===== config.mk =====
export PLATFORM = sky130hd
export DESIGN_NAME = demo_timer
export DESIGN_NICKNAME = d
export VERILOG_FILES = /design/src/demo_sys_pkg.sv /design/src/demo_timer.sv
export SDC_FILE = /design/constraint.sdc
export NUM_CORES = 1
export LEC_CHECK = 0
export BUFFER_PORTS_ARGS = -buffer_cell sky130_fd_sc_hd__buf_4
export CORE_AREA = 2 2 129 162
export DETAILED_ROUTE_END_ITERATION = 7
export DIE_AREA = 0 0 131 164
export GPL_TIMING_DRIVEN = 0
export PLACE_DENSITY = 0.73
export SLEW_MARGIN = 30
export SYNTH_ARGS = -nofsm -noshare
export SYNTH_HDL_FRONTEND = slang
export SYNTH_SLANG_ARGS = --single-unit

===== constraint.sdc =====
create_clock -name clk_sys_i -period 2.8 [get_ports clk_sys_i]
set_input_delay 0 -clock clk_sys_i [delete_from_list [all_inputs] [get_ports clk_sys_i]]
set_output_delay 0 -clock clk_sys_i [all_outputs]
set_load 0.03 [all_outputs]

===== src/demo_sys_pkg.sv =====
package demo_sys_pkg;

  parameter int BusAw = 32;
  parameter int BusDw = 32;

  typedef logic [BusAw-1:0]   bus_addr_t;
  typedef logic [BusDw-1:0]   bus_data_t;
  typedef logic [BusDw/8-1:0] bus_be_t;

  typedef enum int {
    DevRam,
    DevGpio,
    DevTimer
  } bus_device_e;

  parameter int NrDevices = 3;

  // Device address windows
  parameter bus_addr_t RamBase   = 32'h0010_0000;
  parameter bus_addr_t RamSize   = 32'h0001_0000; // 64 KiB
  parameter bus_addr_t RamMask   = ~(RamSize - 1);

  parameter bus_addr_t GpioBase  = 32'h8000_0000;
  parameter bus_addr_t GpioSize  = 32'h0000_1000; // 4 KiB
  parameter bus_addr_t GpioMask  = ~(GpioSize - 1);

  parameter bus_addr_t TimerBase = 32'h8000_2000;
  parameter bus_addr_t TimerSize = 32'h0000_1000; // 4 KiB
  parameter bus_addr_t TimerMask = ~(TimerSize - 1);

  // Register offsets within a 4 KiB window
  parameter int RegOffW = 12;

  typedef enum logic [RegOffW-1:0] {
    GpioOut = 12'h000,
    GpioIn  = 12'h004
  } gpio_reg_e;

  typedef enum logic [RegOffW-1:0] {
    MtimeLo = 12'h000,
    MtimeHi = 12'h004,
    CmpLo   = 12'h008,
    CmpHi   = 12'h00C
  } timer_reg_e;

  // Byte-lane merge of write data into an existing word
  function automatic bus_data_t be_merge(bus_data_t old_w, bus_data_t new_w, bus_be_t be);
    bus_data_t res;
    res = old_w;
    for (int b = 0; b < BusDw / 8; b++) begin
      if (be[b]) res[8*b +: 8] = new_w[8*b +: 8];
    end
    return res;
  endfunction

endpackage


===== src/demo_timer.sv =====
`timescale 1ns/1ps

module demo_timer (
  input  logic                   clk_sys_i,
  input  logic                   rst_sys_ni,

  input  logic                   req_i,
  input  logic                   we_i,
  input  demo_sys_pkg::bus_be_t   be_i,
  input  demo_sys_pkg::bus_addr_t addr_i,
  input  demo_sys_pkg::bus_data_t wdata_i,
  output logic                   rvalid_o,
  output demo_sys_pkg::bus_data_t rdata_o,
  output logic                   err_o,
  output logic                   irq_timer_o
);
  import demo_sys_pkg::*;

  logic [63:0]        mtime_q;
  logic [63:0]        mtimecmp_q;
  logic [RegOffW-1:0] offset;
  logic               wr;
  logic               bad_off;

  assign offset = addr_i[RegOffW-1:0];
  assign wr     = req_i & we_i;

  always_comb begin
    case (offset)
      MtimeLo, MtimeHi, CmpLo, CmpHi: bad_off = 1'b0;
      default:                        bad_off = 1'b1;
    endcase
  end

  always_ff @(posedge clk_sys_i or negedge rst_sys_ni) begin
    if (!rst_sys_ni) begin
      mtime_q    <= '0;
      mtimecmp_q <= '1; // Keeps the interrupt quiet until programmed
    end else begin
      mtime_q <= mtime_q + 64'd1;
      if (wr) begin
        case (offset)
          MtimeLo: mtime_q[31:0]     <= be_merge(mtime_q[31:0], wdata_i, be_i);
          MtimeHi: mtime_q[63:32]    <= be_merge(mtime_q[63:32], wdata_i, be_i);
          CmpLo:   mtimecmp_q[31:0]  <= be_merge(mtimecmp_q[31:0], wdata_i, be_i);
          CmpHi:   mtimecmp_q[63:32] <= be_merge(mtimecmp_q[63:32], wdata_i, be_i);
          default: ;
        endcase
      end
    end
  end

  always_ff @(posedge clk_sys_i or negedge rst_sys_ni) begin
    if (!rst_sys_ni) begin
      rvalid_o    <= 1'b0;
      err_o       <= 1'b0;
      irq_timer_o <= 1'b0;
    end else begin
      rvalid_o    <= req_i;
      err_o       <= req_i & bad_off;
      irq_timer_o <= (mtime_q >= mtimecmp_q);
    end
  end

  always_ff @(posedge clk_sys_i) begin
    if (req_i) begin
      case (offset)
        MtimeLo: rdata_o <= mtime_q[31:0];
        MtimeHi: rdata_o <= mtime_q[63:32];
        CmpLo:   rdata_o <= mtimecmp_q[31:0];
        CmpHi:   rdata_o <= mtimecmp_q[63:32];
        default: rdata_o <= '0;
      endcase
    end
  end

  // One cycle of slack for the registered compare
  a_irq_off_when_disabled: assert property (@(posedge clk_sys_i) disable iff (!rst_sys_ni)
    (&mtimecmp_q) && $past(&mtimecmp_q) |-> !irq_timer_o);

endmodule


* After elaboration in Yosys (flattened, before gate mapping) *
Index checks and enable logic that the tools add are counted.

cells by class
  $add $sub $neg = 1
  order comparisons = 1
  eq/ne operators = 11
  multiplexer cells = 9
  bitwise logic cells = 2
  reductions and logical operators = 10

operators with widths
  cell                   number
  $pmux 32 s4            1
  $add 64x1->64 const B  1
  $ge 64x64->1           1
  $mux 32                2
  $mux 64                1
  $mux 8                 4
  $eq 12x4->1 const B    2
  $ne 3x3->1 const B     8
  $reduce_and 3->1       8
  $eq 12x3->1 const B    1
  $logic_not 12->1       1
  $reduce_or 4->1        1
  $and 1x1->1            2
  $mux 1                 1

word-level totals
  register bits = 163
  bits of input ports = 72
  output and inout bits = 35
  word-level logic and storage cells = 54

* Longest topological paths before layout *
  depth in word-level cells = 4
  depth in mapped cells = 9

* Least setup slack after synthesis *
No wires, ideal clock.

  kind = reg-to-reg
  from = register mtime_q[0]
  to = register mtime_q[54]
  arrival = 2.052 ns
  data required time = 2.674 ns
  slack = 0.622 ns
  cell stages (with the launch flop) = 8
  cell sequence = dfrtp_1 -> ha_1 -> nand3_1 -> nor4_2 -> nand3_2 -> nor3_4 -> a221oi_2 -> a311o_1

on the way
  longest elaborated chain between the ends = 3

RTL lines
  what                      line              RTL
  start: declaration        demo_timer.sv:19  logic [63:0] mtime_q;
  start signal: assignment  demo_timer.sv:40  mtime_q <= mtime_q + 64'd1;
  start signal: assignment  demo_timer.sv:43  MtimeLo: mtime_q[31:0] <= be_merge(mtime_q[31:0], wdata_i, be_i);
  $add 64x1->64 *           demo_timer.sv:40
  $mux 32                   demo_timer.sv:42  case (offset)
  $mux 64 *                 demo_timer.sv:41  if (wr) begin

Mark *: on every way between the ends. The rest lies on a longest branch, timed or not.
A chain may end at the register's enable or synchronous reset.

* Final worst setup path *
Same ends and word-level chain as after synthesis.

==> key figures <==
Outcome
  • Status: finished clean

Logic synthesis
  • Synth Register Bits: 163
  • Total number of yosys warnings: 0
  • Post-synthesis cell type count: 72
  • Post-synth EDFFs: 32
  • Mapped Area: 9819 µm²
  • Sequential fraction of the synthesis area: 43.99%
  • Synth Flop Type: dfrtp_1
  • Ys async rst share: 80.37%
  • Syn_nets: 1178
  • Synth Area per Inst: 9.433 µm²
  • Synthesized instance count: 1041

Power
  • Total power: 5.447 mW
  • Leak: 4.991 nW
  • PD cells: 461.9 nW/µm²
  • Worst vdd ir: 0.4564 mV

STA
  • WHS: 0.01500 ns
  • Worst Tran Pin Value: 0.9556 ns
  • Final hold violations: 0
  • TNS Setup: 0 ns
  • # setup viols final: 0
  • Fmax: 378.3 MHz
  • Rel. slew slack: 36.30%
  • Clock Skews: 0.008732 ns
  • Final Critical Period: 2.643 ns
  • Period utilization: 94.40%
  • Count of final max-slew check failures: 0

Critical path
  • Worst EP arrival: 2.97 ns
  • Worst reg2reg setup slack: 0.16 ns
  • Worst setup EP type: flip-flop
  • Worst setup SP type: flip-flop
  • Crit-path max FO: 8
  • RR Startpoint: mtime_q[0]
  • Critical Path RT: 3.12 ns
  • Worst Setup SP: mtime_q[0]
  • Number of cells on the worst reg-to-reg path: 8
  • Setup CP Type: reg -> reg

Clocking
  • Clock Latency Late Sink: 0.44 ns
  • Reg clk slew, reported paths: 0.06 ns
  • CTS max path bufs: 2
  • TritonCTS clock tree: done
  • Root buffer cell: clkbuf_16
  • CTS Buf Count: 17
  • Clk sinks: 163
  • H-tree Lvls: 4

Floorplanning
  • Chip Width: 131 µm
  • CORE AREA: 19960 µm²
  • Die area: 21480 µm²
  • # IOs: 107
  • # rows: 58
  • Starting Density: 49.20%
  • Die Height: 164 µm

Min path
  • Worst Hold Depth: 4
  • Hold WC Path Type: in -> reg
  • HP Start: be_i[2]

Layout
  • Area growth from synthesis to layout: 20.09%
  • Post-Layout Inst Area: 11790 µm²
  • Share of layout cells above drive strength 1: 21.44%
  • Final #Nets: 1318
  • Reg area: 4319 µm²
  • ANT cells: 0
  • Area of the multi-input gates: 5022 µm²
  • FILL cells: 1752
  • Final Non-Filler Cells: 1464

GRT
  • Initial antenna violation count: 0
  • Global router's overall resource usage: 30.51%
  • First-pass GRT wire length: 48.83 mm
  • GRT overflow: 0
  • Vias in the first global route: 8969
  • Largest net degree at the start of global routing: 79

Placement
  • Port Buf Inserts: 83
  • DP Cell Count: 1395
  • RePlAce Congestion: 1.006
  • DP Area: 10830 µm²
  • DP Wirelength: 22.57 mm

Drt
  • DRT Pass-1 Iters: 7
  • Routed wire length: 31.40 mm
  • Remaining antenna violation count: 0
  • Vias per cell: 6.208
  • DR iter-0 viols: 998
  • Total number of vias: 9088
  • Drc violations: 0
  • DR WL/cell: 21.45 µm

Job
  • MaxCap Viol Count: 0
[cell usage after synthesis (all sizes together), types with 8 or more instances]
| cell | instances | area [µm²] |
|---|---|---|
| nand4 | 19 | 133.9 |
| nor2 | 73 | 276.5 |
| o21ai | 68 | 340.3 |
| and3 | 8 | 52.55 |
| nor4 | 9 | 83.83 |
| and2 | 12 | 76.33 |
| ha | 65 | 813.3 |
| and4 | 15 | 135.1 |
| a211oi | 14 | 105.1 |
| a22oi | 65 | 488.0 |
| inv | 76 | 285.3 |
| buf | 16 | 91.33 |
| edfxtp | 32 | 960.9 |
| dfstp | 64 | 1682 |
| o22ai | 9 | 56.30 |
| clkbuf | 28 | 123.9 |
| nand3 | 34 | 175.2 |
| mux2 | 33 | 371.6 |
| o32ai | 10 | 87.58 |
| nand2 | 136 | 510.5 |
| dfrtp | 67 | 1677 |
| nor3 | 17 | 107.6 |
| a311oi | 11 | 96.34 |
| a21oi | 72 | 360.4 |
| a21o | 8 | 60.06 |
| o21a | 9 | 67.56 |
[flip-flops by register name, indices dropped and copies added (netlist names)]
register,count
err_o,1
irq_timer_o,1
mtime_q,64
mtimecmp_q,64
rdata_o,32
rvalid_o,1
[worst paths after layout]
check | to
max | mtime_q[54]
min | mtime_q[51]
max reg2reg | mtime_q[54]
min reg2reg | mtimecmp_q[25]
max in group asynchronous | mtimecmp_q[44]
min in group asynchronous | err_o
[per-layer routing]
layer | vias up | part of all wire, % | track usage [%]
met4 | 0 | 6.6 | 19.73
met5 | - | 0 | 0
met2 | 440 | 48 | 49.03
met1 | 4370 | 38 | 37.53
met3 | 127 | 7.3 | 5.375
li1 | 4151 | - | -
[critical path, stage by stage (launching register included)]
cell and delay (ns):
dfrtp_1 0.44, ha_1 0.22, nand3_1 0.26, nor4_4 0.48, nand3_2 0.31, nor3_4 0.27
buf_4 0.17, a221oi_2 0.05, a311o_1 0.32
[kinds of logic (layout without fill, tap and decap cells)]
family	Yosys count	after routing	synth area share, %
AND/OR/NAND/NOR	345	345	17.46
AO/OA/AOI/OAI	309	309	20.81
flip-flops	163	163	43.99
buffers and inverters	121	274	5.199
adder cells (fa/ha/maj)	65	65	8.282
multiplexers	36	36	4.090
XOR/XNOR	2	2	0.1784
[cells in the final DEF (no fill, tap or decap), types with 14 or more instances in the layout]
| cell | synthesis | layout |
|---|---|---|
| nand2_1 | 136 | 136 |
| buf_4 | 0 | 84 |
| inv_1 | 76 | 76 |
| nor2_1 | 72 | 72 |
| a21oi_1 | 72 | 72 |
| o21ai_0 | 67 | 67 |
| dfrtp_1 | 67 | 67 |
| a22oi_1 | 65 | 65 |
| ha_1 | 65 | 65 |
| dfstp_2 | 64 | 64 |
| dlygate4sd3_1 | 0 | 35 |
| mux2_2 | 33 | 33 |
| nand3_1 | 33 | 32 |
| edfxtp_1 | 32 | 32 |
| clkbuf_1 | 24 | 30 |
| nand4_1 | 18 | 18 |
| clkbuf_16 | 0 | 17 |
| nor3_1 | 15 | 15 |
| a211oi_1 | 14 | 14 |
[through the flow]
stage                     setup WS [ns]  util [%]
after floorplan                  0.6219         -
after global placement          -0.1076     54.02
after detailed placement        0.05682     54.26
after CTS                       0.01837     58.92
after global routing           -0.01734     59.09
final                            0.1568     59.09
[cell type report]
type / instances / share of cell area (%)
Sequential cell: 163 / 36.63
Clock inverter: 9 / 1.114
Timing Repair Buffer: 121 / 8.679
Tap cell: 270 / 2.865
Buffer: 45 / 1.910
Multi-Input combinational cell: 757 / 42.59
Inverter: 76 / 2.419
Clock buffer: 23 / 3.798
[timing repair]
item,CTS,global route
resized for setup,0,3
setup endpoints to repair,0,7
setup buffers,0,2
endpoints found under the hold margin,206,0
hold buffers,35,0
[power by group]
group	internal [mW]	total [mW]	leakage (nW)	switching, mW
Clock	1.40	2.36	0.273	0.960
Combinational	0.201	0.496	2.98	0.295
Sequential	2.49	2.59	1.74	0.0981
Power figures use the tool's default switching activity.
