`src/demo_sys_pkg.sv`:
```
package demo_sys_pkg;

  parameter int BusAw = 32;
  parameter int BusDw = 32;

  typedef logic [BusAw-1:0]   bus_addr_t;
  typedef logic [BusDw-1:0]   bus_data_t;
  typedef logic [BusDw/8-1:0] bus_be_t;

  typedef enum int {
    DevRam,
    DevGpio,
    DevTimer
  } bus_device_e;

  parameter int NrDevices = 3;

  // Device address windows
  parameter bus_addr_t RamBase   = 32'h0010_0000;
  parameter bus_addr_t RamSize   = 32'h0001_0000; // 64 KiB
  parameter bus_addr_t RamMask   = ~(RamSize - 1);

  parameter bus_addr_t GpioBase  = 32'h8000_0000;
  parameter bus_addr_t GpioSize  = 32'h0000_1000; // 4 KiB
  parameter bus_addr_t GpioMask  = ~(GpioSize - 1);

  parameter bus_addr_t TimerBase = 32'h8000_2000;
  parameter bus_addr_t TimerSize = 32'h0000_1000; // 4 KiB
  parameter bus_addr_t TimerMask = ~(TimerSize - 1);

  // Register offsets within a 4 KiB window
  parameter int RegOffW = 12;

  typedef enum logic [RegOffW-1:0] {
    GpioOut = 12'h000,
    GpioIn  = 12'h004
  } gpio_reg_e;

  typedef enum logic [RegOffW-1:0] {
    MtimeLo = 12'h000,
    MtimeHi = 12'h004,
    CmpLo   = 12'h008,
    CmpHi   = 12'h00C
  } timer_reg_e;

  // Byte-lane merge of write data into an existing word
  function automatic bus_data_t be_merge(bus_data_t old_w, bus_data_t new_w, bus_be_t be);
    bus_data_t res;
    res = old_w;
    for (int b = 0; b < BusDw / 8; b++) begin
      if (be[b]) res[8*b +: 8] = new_w[8*b +: 8];
    end
    return res;
  endfunction

endpackage

```
`src/demo_bus.sv`:
```
`timescale 1ns/1ps

module demo_bus (
  input  logic                   clk_sys_i,
  input  logic                   rst_sys_ni,

  input  logic                   host_req_i,
  input  demo_sys_pkg::bus_addr_t host_addr_i,
  input  logic                   host_we_i,
  input  demo_sys_pkg::bus_be_t   host_be_i,
  input  demo_sys_pkg::bus_data_t host_wdata_i,
  output logic                   host_gnt_o,
  output logic                   host_rvalid_o,
  output demo_sys_pkg::bus_data_t host_rdata_o,
  output logic                   host_err_o,

  output logic                   dev_req_o    [demo_sys_pkg::NrDevices],
  output demo_sys_pkg::bus_addr_t dev_addr_o,
  output logic                   dev_we_o,
  output demo_sys_pkg::bus_be_t   dev_be_o,
  output demo_sys_pkg::bus_data_t dev_wdata_o,
  input  logic                   dev_rvalid_i [demo_sys_pkg::NrDevices],
  input  demo_sys_pkg::bus_data_t dev_rdata_i  [demo_sys_pkg::NrDevices],
  input  logic                   dev_err_i    [demo_sys_pkg::NrDevices]
);
  import demo_sys_pkg::*;

  // Window table, ordered as bus_device_e
  localparam bus_addr_t DevBase [NrDevices] = '{RamBase, GpioBase, TimerBase};
  localparam bus_addr_t DevMask [NrDevices] = '{RamMask, GpioMask, TimerMask};

  logic [NrDevices-1:0] hit;
  bus_device_e          sel_d, sel_q;
  logic                 mapped_q;
  logic                 unmapped_q;
  logic                 we_q;

  // Single host, never stalled
  assign host_gnt_o = host_req_i;

  always_comb begin
    hit   = '0;
    sel_d = DevRam;
    for (int i = 0; i < NrDevices; i++) begin
      if ((host_addr_i & DevMask[i]) == DevBase[i]) begin
        hit[i] = host_req_i;
        sel_d  = bus_device_e'(i);
      end
    end
  end

  for (genvar g = 0; g < NrDevices; g++) begin : g_dev_req
    assign dev_req_o[g] = hit[g];
  end

  assign dev_addr_o  = host_addr_i;
  assign dev_we_o    = host_we_i;
  assign dev_be_o    = host_be_i;
  assign dev_wdata_o = host_wdata_i;

  always_ff @(posedge clk_sys_i or negedge rst_sys_ni) begin
    if (!rst_sys_ni) begin
      mapped_q   <= 1'b0;
      unmapped_q <= 1'b0;
      we_q       <= 1'b0;
      sel_q      <= DevRam;
    end else begin
      mapped_q   <= |hit;
      unmapped_q <= host_req_i & ~(|hit); // Answered locally with an error
      we_q       <= host_we_i;
      if (|hit) sel_q <= sel_d;
    end
  end

  assign host_rvalid_o = unmapped_q | (mapped_q & dev_rvalid_i[sel_q]);
  assign host_err_o    = unmapped_q | (mapped_q & dev_err_i[sel_q]);
  assign host_rdata_o  = (mapped_q && !we_q) ? dev_rdata_i[sel_q] : '0;

  a_dev_req_onehot: assert property (@(posedge clk_sys_i) disable iff (!rst_sys_ni)
    $onehot0(hit));

  // Device and decode paths together must keep the one-cycle response
  a_rvalid_after_gnt: assert property (@(posedge clk_sys_i) disable iff (!rst_sys_ni)
    host_rvalid_o |-> $past(host_gnt_o));

endmodule

```
`config.mk`:
```
export PLATFORM = sky130hd
export DESIGN_NAME = demo_bus
export DESIGN_NICKNAME = d
export VERILOG_FILES = /design/src/demo_sys_pkg.sv /design/src/demo_bus.sv
export SDC_FILE = /design/constraint.sdc
export NUM_CORES = 1
export LEC_CHECK = 0
export CORE_AREA = 2 2 109 111
export CTS_CLUSTER_SIZE = 30
export DETAILED_ROUTE_END_ITERATION = 12
export DIE_AREA = 0 0 111 113
export DONT_BUFFER_PORTS = 1
export HOLD_SLACK_MARGIN = 0.03
export PLACE_DENSITY = 0.3
export SETUP_SLACK_MARGIN = 0.2
export SYNTH_ARGS = -nofsm -noshare
export SYNTH_HDL_FRONTEND = slang
export SYNTH_SLANG_ARGS = --single-unit
```
`constraint.sdc`:
```
create_clock -name clk_sys_i -period 3.1 [get_ports clk_sys_i]
set_input_delay 0.31 -clock clk_sys_i [delete_from_list [all_inputs] [get_ports clk_sys_i]]
set_output_delay 0.31 -clock clk_sys_i [all_outputs]
set_load 0.01 [all_outputs]
```
---- Word level (Yosys, flattened, before mapping) ----
Cells that the tools add are included.
word-level totals
  memories kept ........................... 0
  RAM bits ................................ 0
  ROM bits ................................ 0
  latch bits .............................. 0
  register bits ........................... 35
  output and inout port bits .............. 107
operators by class
  bitwise operators ....................... 7
  div/mod/pow operators ................... 0
  equal/unequal tests ..................... 3
  $mul .................................... 0
  reduce and logical (&&, ||, !) cells .... 3
  $add $sub $neg .......................... 0
  shift-type cells ........................ 0
  muxes and demuxes ....................... 15
  $lt $le $gt $ge ......................... 1
operators by type and width
  cell                                                                number
  two-way mux 32 bit                                                  3
  binary-select mux 32 bit (select 2 bit)                             1
  equality test 20 bit, second input constant                         2
  greater-or-equal comparator 32 x 3 -> 1 bit, second input constant  1
  NOT 32 bit                                                          1
  equality test 16 x 5 -> 1 bit, second input constant                1
  two-way mux 1 bit                                                   8
  binary-select mux 1 bit (select 2 bit)                              2
  bitwise AND 1 bit                                                   3
  OR reduction 3 bit                                                  1
  two-way mux 2 bit                                                   1
  OR 1 bit                                                            2
  logical AND 1 bit                                                   1
  logical NOT 1 bit                                                   1
  NOT 1 bit                                                           1

---- Longest topological paths before layout ----
  depth in word-level cells ............... 6
  mapped depth ............................ 6

---- Worst setup path after synthesis ----
OpenSTA, ideal clock, no wires.
  kind .................................... reg2out
  start point ............................. register sel_q[1]
  end point ............................... output host_rdata_o[10]
  data arrival time ....................... 1159 ps
  buffers on the path ..................... 3
  required time ........................... 2790 ps
  path slack .............................. 1631 ps
  stages on the path, launching flop included .. 7
  cells stage by stage .................... dfrtp_1 buf_4 nor2b_1 buf_2 buf_2 a21oi_1 nor2_1
on the way
  cells in the longest elaborated chain, start to end .. 5
ends and longest elaborated chain
  element                                                RTL line        source
  start: declaration                                     demo_bus.sv:33  bus_device_e sel_d, sel_q;
  start signal: assignment                               demo_bus.sv:66  sel_q <= DevRam;
  start signal: assignment                               demo_bus.sv:71  if (|hit) sel_q <= sel_d;
  NOT 32 bit (not written as such)                       demo_bus.sv:77  assign host_rdata_o = (mapped_q && !we_q) ? dev_rdata_i[sel_q] : '0;
  binary-select mux 32 bit (select 2 bit)                demo_bus.sv:77
  two-way mux 32 bit (not written as such) (2 in a row)  demo_bus.sv:77
  two-way mux 32 bit                                     demo_bus.sv:77
  end: declaration                                       demo_bus.sv:14  output demo_sys_pkg::bus_data_t host_rdata_o,
No other way between the ends. The select of a mux whose other input is x is not followed.

---- Worst setup path after layout ----
  start point ............................. register sel_q[1]
  end point ............................... output host_err_o
on the way
  cells in the longest elaborated chain, start to end .. 6
ends and longest elaborated chain
  element                                               RTL line        source
  NOT 32 bit (not written as such)                      demo_bus.sv:76  assign host_err_o = unmapped_q | (mapped_q & dev_err_i[sel_q]);
  binary-select mux 1 bit (select 2 bit)                demo_bus.sv:76
  two-way mux 1 bit (not written as such) (2 in a row)  demo_bus.sv:76
  bitwise AND 1 bit                                     demo_bus.sv:76
  OR 1 bit                                              demo_bus.sv:76
  end: declaration                                      demo_bus.sv:15  output logic host_err_o,
No other way between the ends. The select of a mux whose other input is x is not followed.

==> metrics.txt <==
clk buf depth=2; number of I/O port buffers=0; NetSw=0.00006186 W; total CTS buffers=3; FF+latch count, synth=5; HP Class=in -> reg; CP Launch Type=register; area of the die=12,540 um^2; ANT cells=0; multi-input logic area=944.7 um^2; DP HPWL=4.157 mm; Int Pwr=0.0002602 W; fraction of layout cells with a size suffix above 1=8.187%; gpl congestion=0.6428; Avg Synthesized Cell Area=6.757 um^2; initial antenna violation count=0; CTS tree=yes; Worst Max-Slew Pin Slew=0.6542 ns; DIE WIDTH=111 um; R2R cell count=2; cell count after synthesis=247; Maximum Capacitance Violations=0; vias in the first global route=1,263; standard-cell rows=39; relative slew slack=56.39%; Initial DRT Pass Iterations=4; ratio of final minimum period to clock period=70.74%; CP required=2.79 ns; Combinational Power Share=13.7%; Yosys top cell area share=33.28%; CP endpoint kind=primary output; final non-filler cell total=314; sequential share of power=20.9%; clock power share=65.4%; Overall Power=0.0003221 W; # H-tree levels=1; PD cells=234.7 nW/um^2; Leak Pwr=0.4403 nW; post-layout min period=2.193 ns; postcts setup bufs=0; final WL=5.037 mm; VDD IR max=0.0002942 V; DR WL/cell=16.04 um; Layout fillers=1,308; register area=126.4 um^2; Core ar.=11,270 um^2; crit-path max FO=20; IO Count=281; Crit Path Class=reg -> out; Final Hold Fails=0; setup TNS=0 ns; Die H=113 um; number of cells on the worst hold path=0; max-slew violations=0; DRC errors left=0; Netlist cell types=21; Inst Count DP=309; dominant cells by area after synthesis=buf_4 (33%), mux2i_1 (20%), nor2_1 (15%); detailed-route via count=1,293; root buffer cell=clkbuf_16; CTS Hold Bufs=1; first-pass GRT wire length=7.100 mm; # clock sinks=5; Yosys top cell by area=buf_4; DRT iter0 DRCs=22; synth warn=0; starting density of the core=14.81%; post-CTS sizing=0; post-DR vias/cell=4.118; Max Freq=0.4560 GHz; Tot GR Track Use=7.160%; Finish-stage setup viols=0; RSZ-0062 raised after global routing=no; Setup Skew=0 ns; crit path DAT=1.88 ns; global route overflow=0; outcome=complete, no violations; clock latency on the worst-skew pair=0.23 ns; switching fraction of total power=19.21%; Synth Net Count=421; Post-Syn Area=1669 um^2; sequential share of the synthesized area=7.496%; largest net degree at the start of global routing=36; ANT nets after route=0; synth-to-layout area growth=-17.77%; Clock Pin Slew Worst Setup and Hold Paths=0.03 ns; Final #Nets=346
[metal layers]
metal	GRT usage [%]	vias to the layer above	part of all wire [%]	wire [um]
met1	7.059	557	33	1657
met2	14.15	118	53	2654
met4	3.667	0	4.0	201
met5	0	-	0	0
met3	1.393	26	10	524
li1	-	592	-	-
[cell families after synthesis]
kind of cell	Yosys count	share of synthesized area, %
AND/OR/NAND/NOR	82	22.94
multiplexers	34	20.39
buffers and inverters	86	36.36
AO/OA/AOI/OAI	40	12.82
flip-flops	5	7.496
[registers in the layout (all words and copies together), names as in the netlist]
name,count
sel_q,2
mapped_q,1
unmapped_q,1
we_q,1
[synthesized netlist by cell type]
cell type,n
nand2_1,2
a21o_1,4
clkbuf_1,6
nor2_1,67
nor2b_1,2
a22o_1,1
nor4_2,2
nor3_2,1
inv_1,1
nand4_2,1
o21ai_0,2
buf_2,5
nand3b_1,2
nor4_4,1
and2_1,1
nor4b_1,1
a21oi_1,33
dfrtp_1,5
buf_4,74
mux2i_1,34
nand2b_1,2
[worst max-delay path, cell delays in order, from the launching register on]
cell and delay, ns:
dfrtp_2 0.67, buf_4 0.43, mux2i_1 0.22, o21ai_0 0.08, a21o_1 0.24
[per-stage QoR]
step | hold WS [ns] | instance area (um^2) | worst slack, ns | util (%)
2_1_floorplan | 0.01441 | 1669 | 1.631 | -
3_3_place_gp | 0.01460 | 1284 | 1.128 | 11.39
3_5_place_dp | 0.01457 | 1284 | 1.102 | 11.39
4_1_cts | 0.1112 | 1373 | 0.8654 | 12.18
5_1_grt | 0.1091 | 1373 | 0.7406 | 12.18
6_report | 0.1119 | 1373 | 0.9069 | 12.18
[placed cells by master (no fill, tap or decap), types with 2 or more instances in the layout]
cell	count
o21ai_0	2
dfrtp_1	4
a21oi_1	33
nand2b_1	2
nand2_1	2
buf_4	4
nor4_2	2
clkbuf_16	3
a21o_1	4
nor2_1	67
mux2i_1	34
nand3b_1	2
[worst paths after layout]
kind                            startpoint         end  slack, ns
worst max-delay path              sel_q[1]  host_err_o       0.91
worst min-delay path             host_we_i        we_q       0.11
worst max register to register    sel_q[1]    sel_q[1]       1.72
worst min register to register    sel_q[0]    sel_q[0]       0.87
max in group asynchronous       rst_sys_ni    sel_q[1]       2.52
min in group asynchronous       rst_sys_ni        we_q       0.38
[area by class of cell]
class	instances	share of cell area, %
Multi-Input combinational cell	156	68.82
Tap cell	143	13.04
Sequential cell	5	9.207
Clock buffer	4	5.743
Timing Repair Buffer	5	2.917
Inverter	1	0.2735
[power by group through the flow]
| stage | Clock, W | Sequential [W] | Combinational [W] |
|---|---|---|---|
| floorplan | 0 | 0.0000681 | 0.000130 |
| global placement | 0 | 0.0000682 | 0.0000416 |
| detailed placement | 0 | 0.0000682 | 0.0000424 |
| CTS | 0.000211 | 0.0000674 | 0.0000448 |
| global route | 0.000217 | 0.0000676 | 0.0000514 |
| finish | 0.000211 | 0.0000674 | 0.0000441 |
Note: power is estimated with default switching activity, not from simulation.
