==> config.mk <==
export PLATFORM = sky130hd
export DESIGN_NAME = demo_gpio
export DESIGN_NICKNAME = d
export VERILOG_FILES = /design/src/demo_sys_pkg.sv /design/src/demo_gpio.sv
export SDC_FILE = /design/constraint.sdc
export NUM_CORES = 1
export LEC_CHECK = 0
export ABC_CLOCK_PERIOD_IN_PS = 1700
export BUFFER_PORTS_ARGS = -buffer_cell sky130_fd_sc_hd__buf_2
export CAP_MARGIN = 20
export CORE_ASPECT_RATIO = 0.5
export CORE_MARGIN = 4
export CORE_UTILIZATION = 44
export DETAILED_ROUTE_END_ITERATION = 10
export PLACE_DENSITY_LB_ADDON = 0.25
export SLEW_MARGIN = 5
export SYNTH_ARGS = -nofsm -noshare
export SYNTH_HDL_FRONTEND = slang
export SYNTH_SLANG_ARGS = --single-unit
==> constraint.sdc <==
create_clock -name clk_sys_i -period 1.7 [get_ports clk_sys_i]
set_clock_uncertainty 0.15 [all_clocks]
set_input_delay 0 -clock clk_sys_i [delete_from_list [all_inputs] [get_ports clk_sys_i]]
set_output_delay 0 -clock clk_sys_i [all_outputs]
set_load 0.01 [all_outputs]
==> src/demo_sys_pkg.sv <==
package demo_sys_pkg;

  parameter int BusAw = 32;
  parameter int BusDw = 32;

  typedef logic [BusAw-1:0]   bus_addr_t;
  typedef logic [BusDw-1:0]   bus_data_t;
  typedef logic [BusDw/8-1:0] bus_be_t;

  typedef enum int {
    DevRam,
    DevGpio,
    DevTimer
  } bus_device_e;

  parameter int NrDevices = 3;

  // Device address windows
  parameter bus_addr_t RamBase   = 32'h0010_0000;
  parameter bus_addr_t RamSize   = 32'h0001_0000; // 64 KiB
  parameter bus_addr_t RamMask   = ~(RamSize - 1);

  parameter bus_addr_t GpioBase  = 32'h8000_0000;
  parameter bus_addr_t GpioSize  = 32'h0000_1000; // 4 KiB
  parameter bus_addr_t GpioMask  = ~(GpioSize - 1);

  parameter bus_addr_t TimerBase = 32'h8000_2000;
  parameter bus_addr_t TimerSize = 32'h0000_1000; // 4 KiB
  parameter bus_addr_t TimerMask = ~(TimerSize - 1);

  // Register offsets within a 4 KiB window
  parameter int RegOffW = 12;

  typedef enum logic [RegOffW-1:0] {
    GpioOut = 12'h000,
    GpioIn  = 12'h004
  } gpio_reg_e;

  typedef enum logic [RegOffW-1:0] {
    MtimeLo = 12'h000,
    MtimeHi = 12'h004,
    CmpLo   = 12'h008,
    CmpHi   = 12'h00C
  } timer_reg_e;

  // Byte-lane merge of write data into an existing word
  function automatic bus_data_t be_merge(bus_data_t old_w, bus_data_t new_w, bus_be_t be);
    bus_data_t res;
    res = old_w;
    for (int b = 0; b < BusDw / 8; b++) begin
      if (be[b]) res[8*b +: 8] = new_w[8*b +: 8];
    end
    return res;
  endfunction

endpackage

==> src/demo_gpio.sv <==
`timescale 1ns/1ps

module demo_gpio #(
  parameter int GpiWidth = 8,
  parameter int GpoWidth = 16
) (
  input  logic                   clk_sys_i,
  input  logic                   rst_sys_ni,

  input  logic                   req_i,
  input  logic                   we_i,
  input  demo_sys_pkg::bus_be_t   be_i,
  input  demo_sys_pkg::bus_addr_t addr_i,
  input  demo_sys_pkg::bus_data_t wdata_i,
  output logic                   rvalid_o,
  output demo_sys_pkg::bus_data_t rdata_o,
  output logic                   err_o,

  input  logic [GpiWidth-1:0]    gp_i,
  output logic [GpoWidth-1:0]    gp_o
);
  import demo_sys_pkg::*;

  logic [GpiWidth-1:0] gpi_meta, gpi_sync;
  logic [RegOffW-1:0]  offset;
  logic                wr_out;

  assign offset = addr_i[RegOffW-1:0];
  assign wr_out = req_i & we_i & (offset == GpioOut);

  always_ff @(posedge clk_sys_i or negedge rst_sys_ni) begin
    if (!rst_sys_ni) begin
      gp_o     <= '0;
      gpi_meta <= '0;
      gpi_sync <= '0;
      rvalid_o <= 1'b0;
    end else begin
      gpi_meta <= gp_i; // Two-flop input synchronizer
      gpi_sync <= gpi_meta;
      rvalid_o <= req_i;
      if (wr_out) gp_o <= GpoWidth'(be_merge(BusDw'(gp_o), wdata_i, be_i));
    end
  end

  // Unknown offsets read zero
  always_ff @(posedge clk_sys_i) begin
    if (req_i) begin
      case (offset)
        GpioOut: rdata_o <= BusDw'(gp_o);
        GpioIn:  rdata_o <= BusDw'(gpi_sync);
        default: rdata_o <= '0;
      endcase
    end
  end

  assign err_o = 1'b0;

endmodule

# --- Yosys cells after proc, flatten, opt, wreduce, memory -nomap -nowiden ---
# Cells that the tools add are included.
totals:
  ff_bits: 65
classes:
  eq_ne: 1
  n_mux: 1
  bitwise_logic: 2
  n_reduce_logical: 3
ops:
  columns: ["operator", "n"]
  rows:
  - ["16-bit case mux with 2 select lines", 1]
  - ["12-bit by 3-bit == test with 1-bit output (second input constant)", 1]
  - ["12-bit logical NOT", 1]
  - ["2-bit AND reduction", 2]
  - ["1-bit bitwise AND", 2]

# --- Logic depth before layout (Yosys ltp) ---
# Gate-level depths: netlist of run 1.
logic_depth:
  word_depth: 3
  ltp_mapped: 4
  depth_no_buf: 3

# --- Worst setup path after synthesis of run 1 ---
# No wires, ideal clock.
synth_timing:
  path_kind: "in2reg"
  start: "input addr_i[5]"
  end: "register gp_o[0]"
  t_arrival_ns: 1.431
  required_time_ns: 1.425
  slack_ns: -0.006
  stages: 3
  cell_sequence: "or4_4 -> nor4_4 -> mux2_2"
synth_via:
  elab_chain_len: 3
synth_lines:
  columns: ["item", "line_no", "text"]
  rows:
  - ["from (decl)", "demo_gpio.sv:13", "input demo_sys_pkg::bus_addr_t addr_i,"]
  - ["12-bit logical NOT", "demo_gpio.sv:29", "assign wr_out = req_i & we_i & (offset == GpioOut);"]
  - ["1-bit bitwise AND", "demo_gpio.sv:29", null]
  - ["2-bit AND reduction (no line)", null, null]
  - ["to (signal assigned)", "demo_gpio.sv:41", "if (wr_out) gp_o <= GpoWidth'(be_merge(BusDw'(gp_o), wdata_i, be_i));"]
  - ["to (decl)", "demo_gpio.sv:20", "output logic [GpoWidth-1:0] gp_o"]
# No other way between the ends.
# A chain may end at the register's enable or synchronous reset.

# --- Final worst setup path of run 1 ---
layout_timing:
  start: "input req_i"
  end: "register gp_o[6]"
layout_via:
  elab_chain_len: 3
layout_lines:
  columns: ["item", "line_no", "text"]
  rows:
  - ["from (decl)", "demo_gpio.sv:10", "input logic req_i,"]
  - ["1-bit bitwise AND (2 in a row)", "demo_gpio.sv:29", null]
  - ["2-bit AND reduction (no line)", null, null]
# No other way between the ends.

==> results.json, run 1 <==
{
  "cts_buffers": 5,
  "multi_input_area_um2": 506.7,
  "min_period_over_period": 0.9130,
  "ant_nets": 0,
  "avgSynthCellArea_um2": 16.00,
  "worst_skew_pair.late_latency_ns": 0.29,
  "nFillCells": 294,
  "highest_layer": "met4",
  "path_clk_slew_ns": 0.09,
  "dp_cells": 249,
  "n_antenna_cell": 0,
  "nets": 308,
  "layout_commonest_cell": "buf_2",
  "cts_tree": "built",
  "cp_data_required_time_ns": 1.74,
  "max_freq_mhz": 644.3,
  "drt_iter0_markers": 15,
  "hold_class": "in2reg",
  "wl_met1_um": 1419,
  "dp_hpwl_um": 2672,
  "final_cells": 283,
  "antenna_found_initial": 0,
  "critPathArrivalTime_ns": 1.59,
  "status": "complete, no violations",
  "criticalPathCategory": "in2reg",
  "r2r_cells": 2,
  "grt-ovfl-total": 0,
  "rsz0062_at_grt": "no",
  "num_rows": 16,
  "slowest_stage": "dlygate4sd3_1",
  "relSlewSlack": 0.5253,
  "hold_path_depth": 4,
  "numPortBuffers": 74,
  "synth_cell_types": 15,
  "post_drt_wl_per_cell_um": 12.97,
  "wl_met2_um": 1965,
  "cts_setup_buffers": 0,
  "gr-usage-all-layers": 0.1385,
  "tightest_slew_ns": 0.7121,
  "p_per_area_nw_per_um2": 825.7,
  "ctsResizeCount": 0,
  "drt_wl_total_um": 3670,
  "initial_core_util": 0.4692,
  "drc": 0,
  "top_level_ports": 130,
  "clockBufferDepth": 2,
  "setup_violations": 0,
  "period_needed_ns": 1.552,
  "maxSlewViolCount": 0,
  "ir_worst_vdd_mv": 0.5059,
  "die_h_um": 54.32,
  "ys_seq_area_frac": 0.6918,
  "root_buffer": "clkbuf_8",
  "cp-end-kind": "flip-flop",
  "seq_area_um2": 1306,
  "grt_pass1_wl_um": 5699,
  "final.setup.tns_ns": 0,
  "htreeDepth": 2,
  "design.die.area_um2": 5467,
  "grt_pass1_vias": 1245,
  "most-common-layout-cells": "74 x buf_2, 33 x dfrtp_1, 26 x dlygate4sd3_1",
  "drive_gt1_frac": 0.4716,
  "synth-seq-cells": 49,
  "startpoint_type": "primary input",
  "hold_violations": 0,
  "crit_fanout": 5,
  "grt_max_degree": 34,
  "p_leak_nw": 1.354,
  "core_um2": 4024,
  "yosys_warnings": 0,
  "dr.pass1.iters": 2,
  "slowest_delay_ns": 0.53,
  "critical_path.cell_chain": "dlygate4sd3_1, buf_2, nand4b_1, nor4_4, buf_4, mux2_2",
  "via_per_inst": 4.322,
  "cts.sinks": 49,
  "vias": 1223,
  "area_growth_pct": 41.02,
  "hold_ws_ns": 0.1277,
  "maxCapViolations": 0,
  "gp_congestion": 0.6934,
  "met3_length_um": 264,
  "syn_area_um2": 1888,
  "die_w_um": 100.6,
  "synth_cells": 118
}
-- registers in the layout, summed over array words and instances, names as in the netlist --
signal,count
gp_o,16
gpi_meta,8
gpi_sync,8
rdata_o,16
rvalid_o,1
-- stage by stage --
| step | area (µm²) | setup WS (ns) | util | total power [W] |
|---|---|---|---|---|
| 2_1_floorplan | 1948 | -0.005350 | - | 0.001361 |
| 3_3_place_gp | 2296 | -0.07774 | 0.5706 | 0.001420 |
| 3_5_place_dp | 2296 | -0.1176 | 0.5706 | 0.001424 |
| 4_1_cts | 2663 | 0.1462 | 0.6617 | 0.002217 |
| 5_1_grt | 2663 | 0.08807 | 0.6617 | 0.002286 |
| 6_report | 2663 | 0.1479 | 0.6617 | 0.002198 |
-- kinds of logic after synthesis --
family / after synthesis / share of synthesized area
flip-flops: 49 / 0.6918
AND/OR/NAND/NOR: 25 / 0.09676
multiplexers: 24 / 0.1378
buffers and inverters: 19 / 0.07157
other: 1 / 0.001986
-- final timing paths --
path / startpoint / endpoint / slack, ns
max: req_i / gp_o[6]$_DFFE_PN0P_ / 0.15
min in group asynchronous: rst_sys_ni / gp_o[6]$_DFFE_PN0P_ / 0.14
min: addr_i[2] / rdata_o[1]$_DFFE_PP_ / 0.13
min reg2reg: gpi_meta[7]$_DFF_PN0_ / gpi_sync[7]$_DFF_PN0_ / 0.20
max reg2reg: gp_o[4]$_DFFE_PN0P_ / rdata_o[4]$_DFFE_PP_ / 0.69
max in group asynchronous: rst_sys_ni / gp_o[9]$_DFFE_PN0P_ / 0.80
-- power by group --
group / internal, W / switching, W
Clock: 0.000383 / 0.000372
Combinational: 0.0000962 / 0.0000885
Sequential: 0.00125 / 0.00000838
-- cell usage after synthesis --
master    number  area [µm²]
and2_1         8       50.05
buf_4         17       127.6
clkbuf_1       2       7.510
conb_1         1       3.750
dfrtp_1       33       825.8
edfxtp_1      16       480.5
mux2_2        16       180.2
mux2i_1        8       80.08
nand4b_1       2       17.52
nor2_1         8       30.03
nor4_1         1       6.260
nor4_4         2       42.54
or3_1          1       6.260
or3_2          1       7.510
or4_4          2       22.52
-- critical path, delay by kind of cell --
kind	cells	cell delay (ns)
AND/OR/NAND/NOR	2	0.38
multiplexers	1	0.34
buffers and inverters	3	0.88
-- repair_timing --
item | in CTS | in global routing
hold buffers | 26 | 0
hold endpoints to repair | 59 | 0
setup endpoints to repair | 0 | 0
-- layout make-up --
| cell class | instances | share of cell area |
|---|---|---|
| clock buffer | 7 | 0.03665 |
| clock inverter | 1 | 0.003289 |
| tap | 54 | 0.02538 |
| multi-input combinational | 66 | 0.1903 |
| timing repair buffer | 106 | 0.2538 |
| sequential | 49 | 0.4906 |
-- layer usage --
metal / up-vias / GRT usage
met5: - / 0
met4: 0 / 0.03356
met3: 2 / 0.04198
met2: 47 / 0.2691
met1: 578 / 0.1525
li1: 596 / -
(Power assumes the default switching activity.)
==> run 2, diff against run 1 <==
- ABC_CLOCK_PERIOD_IN_PS: 1700 -> 1600
- CORE_UTILIZATION: 44 -> 41
- clock period: 1.7 -> 1.6 ns (I/O delays scaled with it)
==> run 2 against run 1 <==
Worst hold slack improved by 0.0064 ns. Utilization fell by 6.4 points. Total power rose by 0.79%. Non-clock buffer count did not move. Die area rose by 6.5%. Register-to-register slack got worse by 0.09 ns.
==> results.json, run 2 (synthesis results as in run 1) <==
{
  "status": "complete, no violations",
  "period_needed_ns": 1.486,
  "htreeDepth": 2,
  "numPortBuffers": 74,
  "cp-end-kind": "flip-flop",
  "path_clk_slew_ns": 0.08,
  "design.die.area_um2": 5821,
  "drt_iter0_markers": 61,
  "final_area_um2": 2643,
  "most-common-layout-cells": "74 x buf_2, 33 x dfrtp_1, 26 x dlygate4sd3_1",
  "grt_pass1_vias": 1259,
  "cts.sinks": 49,
  "crit_fanout": 8,
  "dr.pass1.iters": 2,
  "setup_slack_ns": 0.1145,
  "layout_commonest_cell": "buf_2",
  "post-place-ws_ns": -0.1999,
  "ant_nets": 0,
  "top_level_ports": 130,
  "gr-usage-all-layers": 0.1358,
  "p_leak_nw": 1.344,
  "criticalPathCategory": "in2reg",
  "core_um2": 4424,
  "grt_max_degree": 34,
  "hold_violations": 0,
  "dpl_cell_area_um2": 2300,
  "largestRegisters": "gp_o: 16 flops, rdata_o: 16 flops",
  "num_rows": 17,
  "rsz0062_at_grt": "no",
  "grt-ovfl-total": 0,
  "die_h_um": 55.99,
  "drt_wl_total_um": 3741,
  "initial_core_util": 0.4268,
  "critPathArrivalTime_ns": 1.51,
  "cts_tree": "built",
  "worst_skew_pair.late_latency_ns": 0.29,
  "min_period_over_period": 0.9284,
  "nets": 308,
  "p_per_area_nw_per_um2": 838.5,
  "area_growth_pct": 39.96,
  "gp_congestion": 0.7099,
  "maxSlewViolCount": 0,
  "dp_hpwl_um": 2696,
  "ir_worst_vdd_mv": 0.3605,
  "hold_class": "in2reg",
  "vias": 1241,
  "total_power_w": 0.002216,
  "grt_pass1_wl_um": 6203,
  "cp_data_required_time_ns": 1.63,
  "n_antenna_cell": 0,
  "root_buffer": "clkbuf_8",
  "drive_gt1_frac": 0.4716,
  "drc": 0,
  "die_w_um": 104.0,
  "relSlewSlack": 0.5199,
  "startpoint_type": "primary input",
  "setup_violations": 0,
  "final.setup.tns_ns": 0,
  "via_per_inst": 4.339,
  "cts_buffers": 5,
  "maxCapViolations": 0,
  "post_drt_wl_per_cell_um": 13.08,
  "max_freq_mhz": 673.2,
  "tightest_slew_ns": 0.7201,
  "nFillCells": 358,
  "antenna_found_initial": 0,
  "clockBufferDepth": 2,
  "ctsResizeCount": 0
}
==> run 2: changes by cell type in the layout (fill, tap and decap cells not counted), sizes merged <==
cell and change:
clkinv +1, clkbuf -1
==> run 2: layer usage <==
metal / up-vias / wire length [µm] / part of all wire / track usage
li1: 597 / - / - / -
met4: 0 / 21 / 0.0056 / 0.03409
met5: - / 0 / 0 / 0
met3: 2 / 258 / 0.069 / 0.04751
met1: 600 / 1477 / 0.39 / 0.1464
met2: 42 / 1983 / 0.53 / 0.2567
==> run 2: repair_timing <==
item	in CTS	in global routing
hold buffers	26	0
buffers inserted	0	0
hold endpoints to repair	66	0
setup endpoints to repair	0	0
==> run 2: through the flow <==
step	hold WS, ns	instances	utilization
after floorplan	-0.4456	134	-
after global placement	-0.05026	252	0.5198
after detailed placement	-0.05061	252	0.5198
after CTS	0.1270	286	0.5973
after global routing	0.1715	286	0.5973
final	0.1342	286	0.5973
==> run 2: layout make-up <==
type,count,area [µm²],area share
sequential,49,1306,0.4943
timing repair buffer,106,675.6,0.2557
multi-input combinational,66,506.7,0.1918
clock buffer,6,72.57,0.02746
tap,57,71.32,0.02699
clock inverter,2,10.01,0.003788
==> run 2: critical path: stages <==
cell           delay, ns
dlygate4sd3_1       0.52
buf_2               0.14
nand4b_1            0.15
nor4_4              0.15
buf_4               0.21
mux2_2              0.35
==> run 2: worst paths after layout <==
| path | slack, ns | depth (start not counted) | endpoint | from |
|---|---|---|---|---|
| max | 0.11 | 6 | gp_o[10]$_DFFE_PN0P_ | req_i |
| min | 0.13 | 4 | rdata_o[5]$_DFFE_PP_ | addr_i[2] |
| max reg2reg | 0.60 | 2 | rdata_o[3]$_DFFE_PP_ | gp_o[3]$_DFFE_PN0P_ |
| min reg2reg | 0.20 | 0 | gpi_sync[0]$_DFF_PN0_ | gpi_meta[0]$_DFF_PN0_ |
| max in group asynchronous | 0.70 | 2 | gpi_sync[2]$_DFF_PN0_ | rst_sys_ni |
| min in group asynchronous | 0.14 | 2 | gp_o[11]$_DFFE_PN0P_ | rst_sys_ni |
==> run 2: where the power goes <==
| group | total, W | switching (W) | internal (W) |
|---|---|---|---|
| Combinational | 0.000199 | 0.0000950 | 0.000104 |
| Sequential | 0.00134 | 0.00000864 | 0.00133 |
| Clock | 0.000680 | 0.000376 | 0.000303 |
| Total | 0.00222 | 0.000480 | 0.00174 |
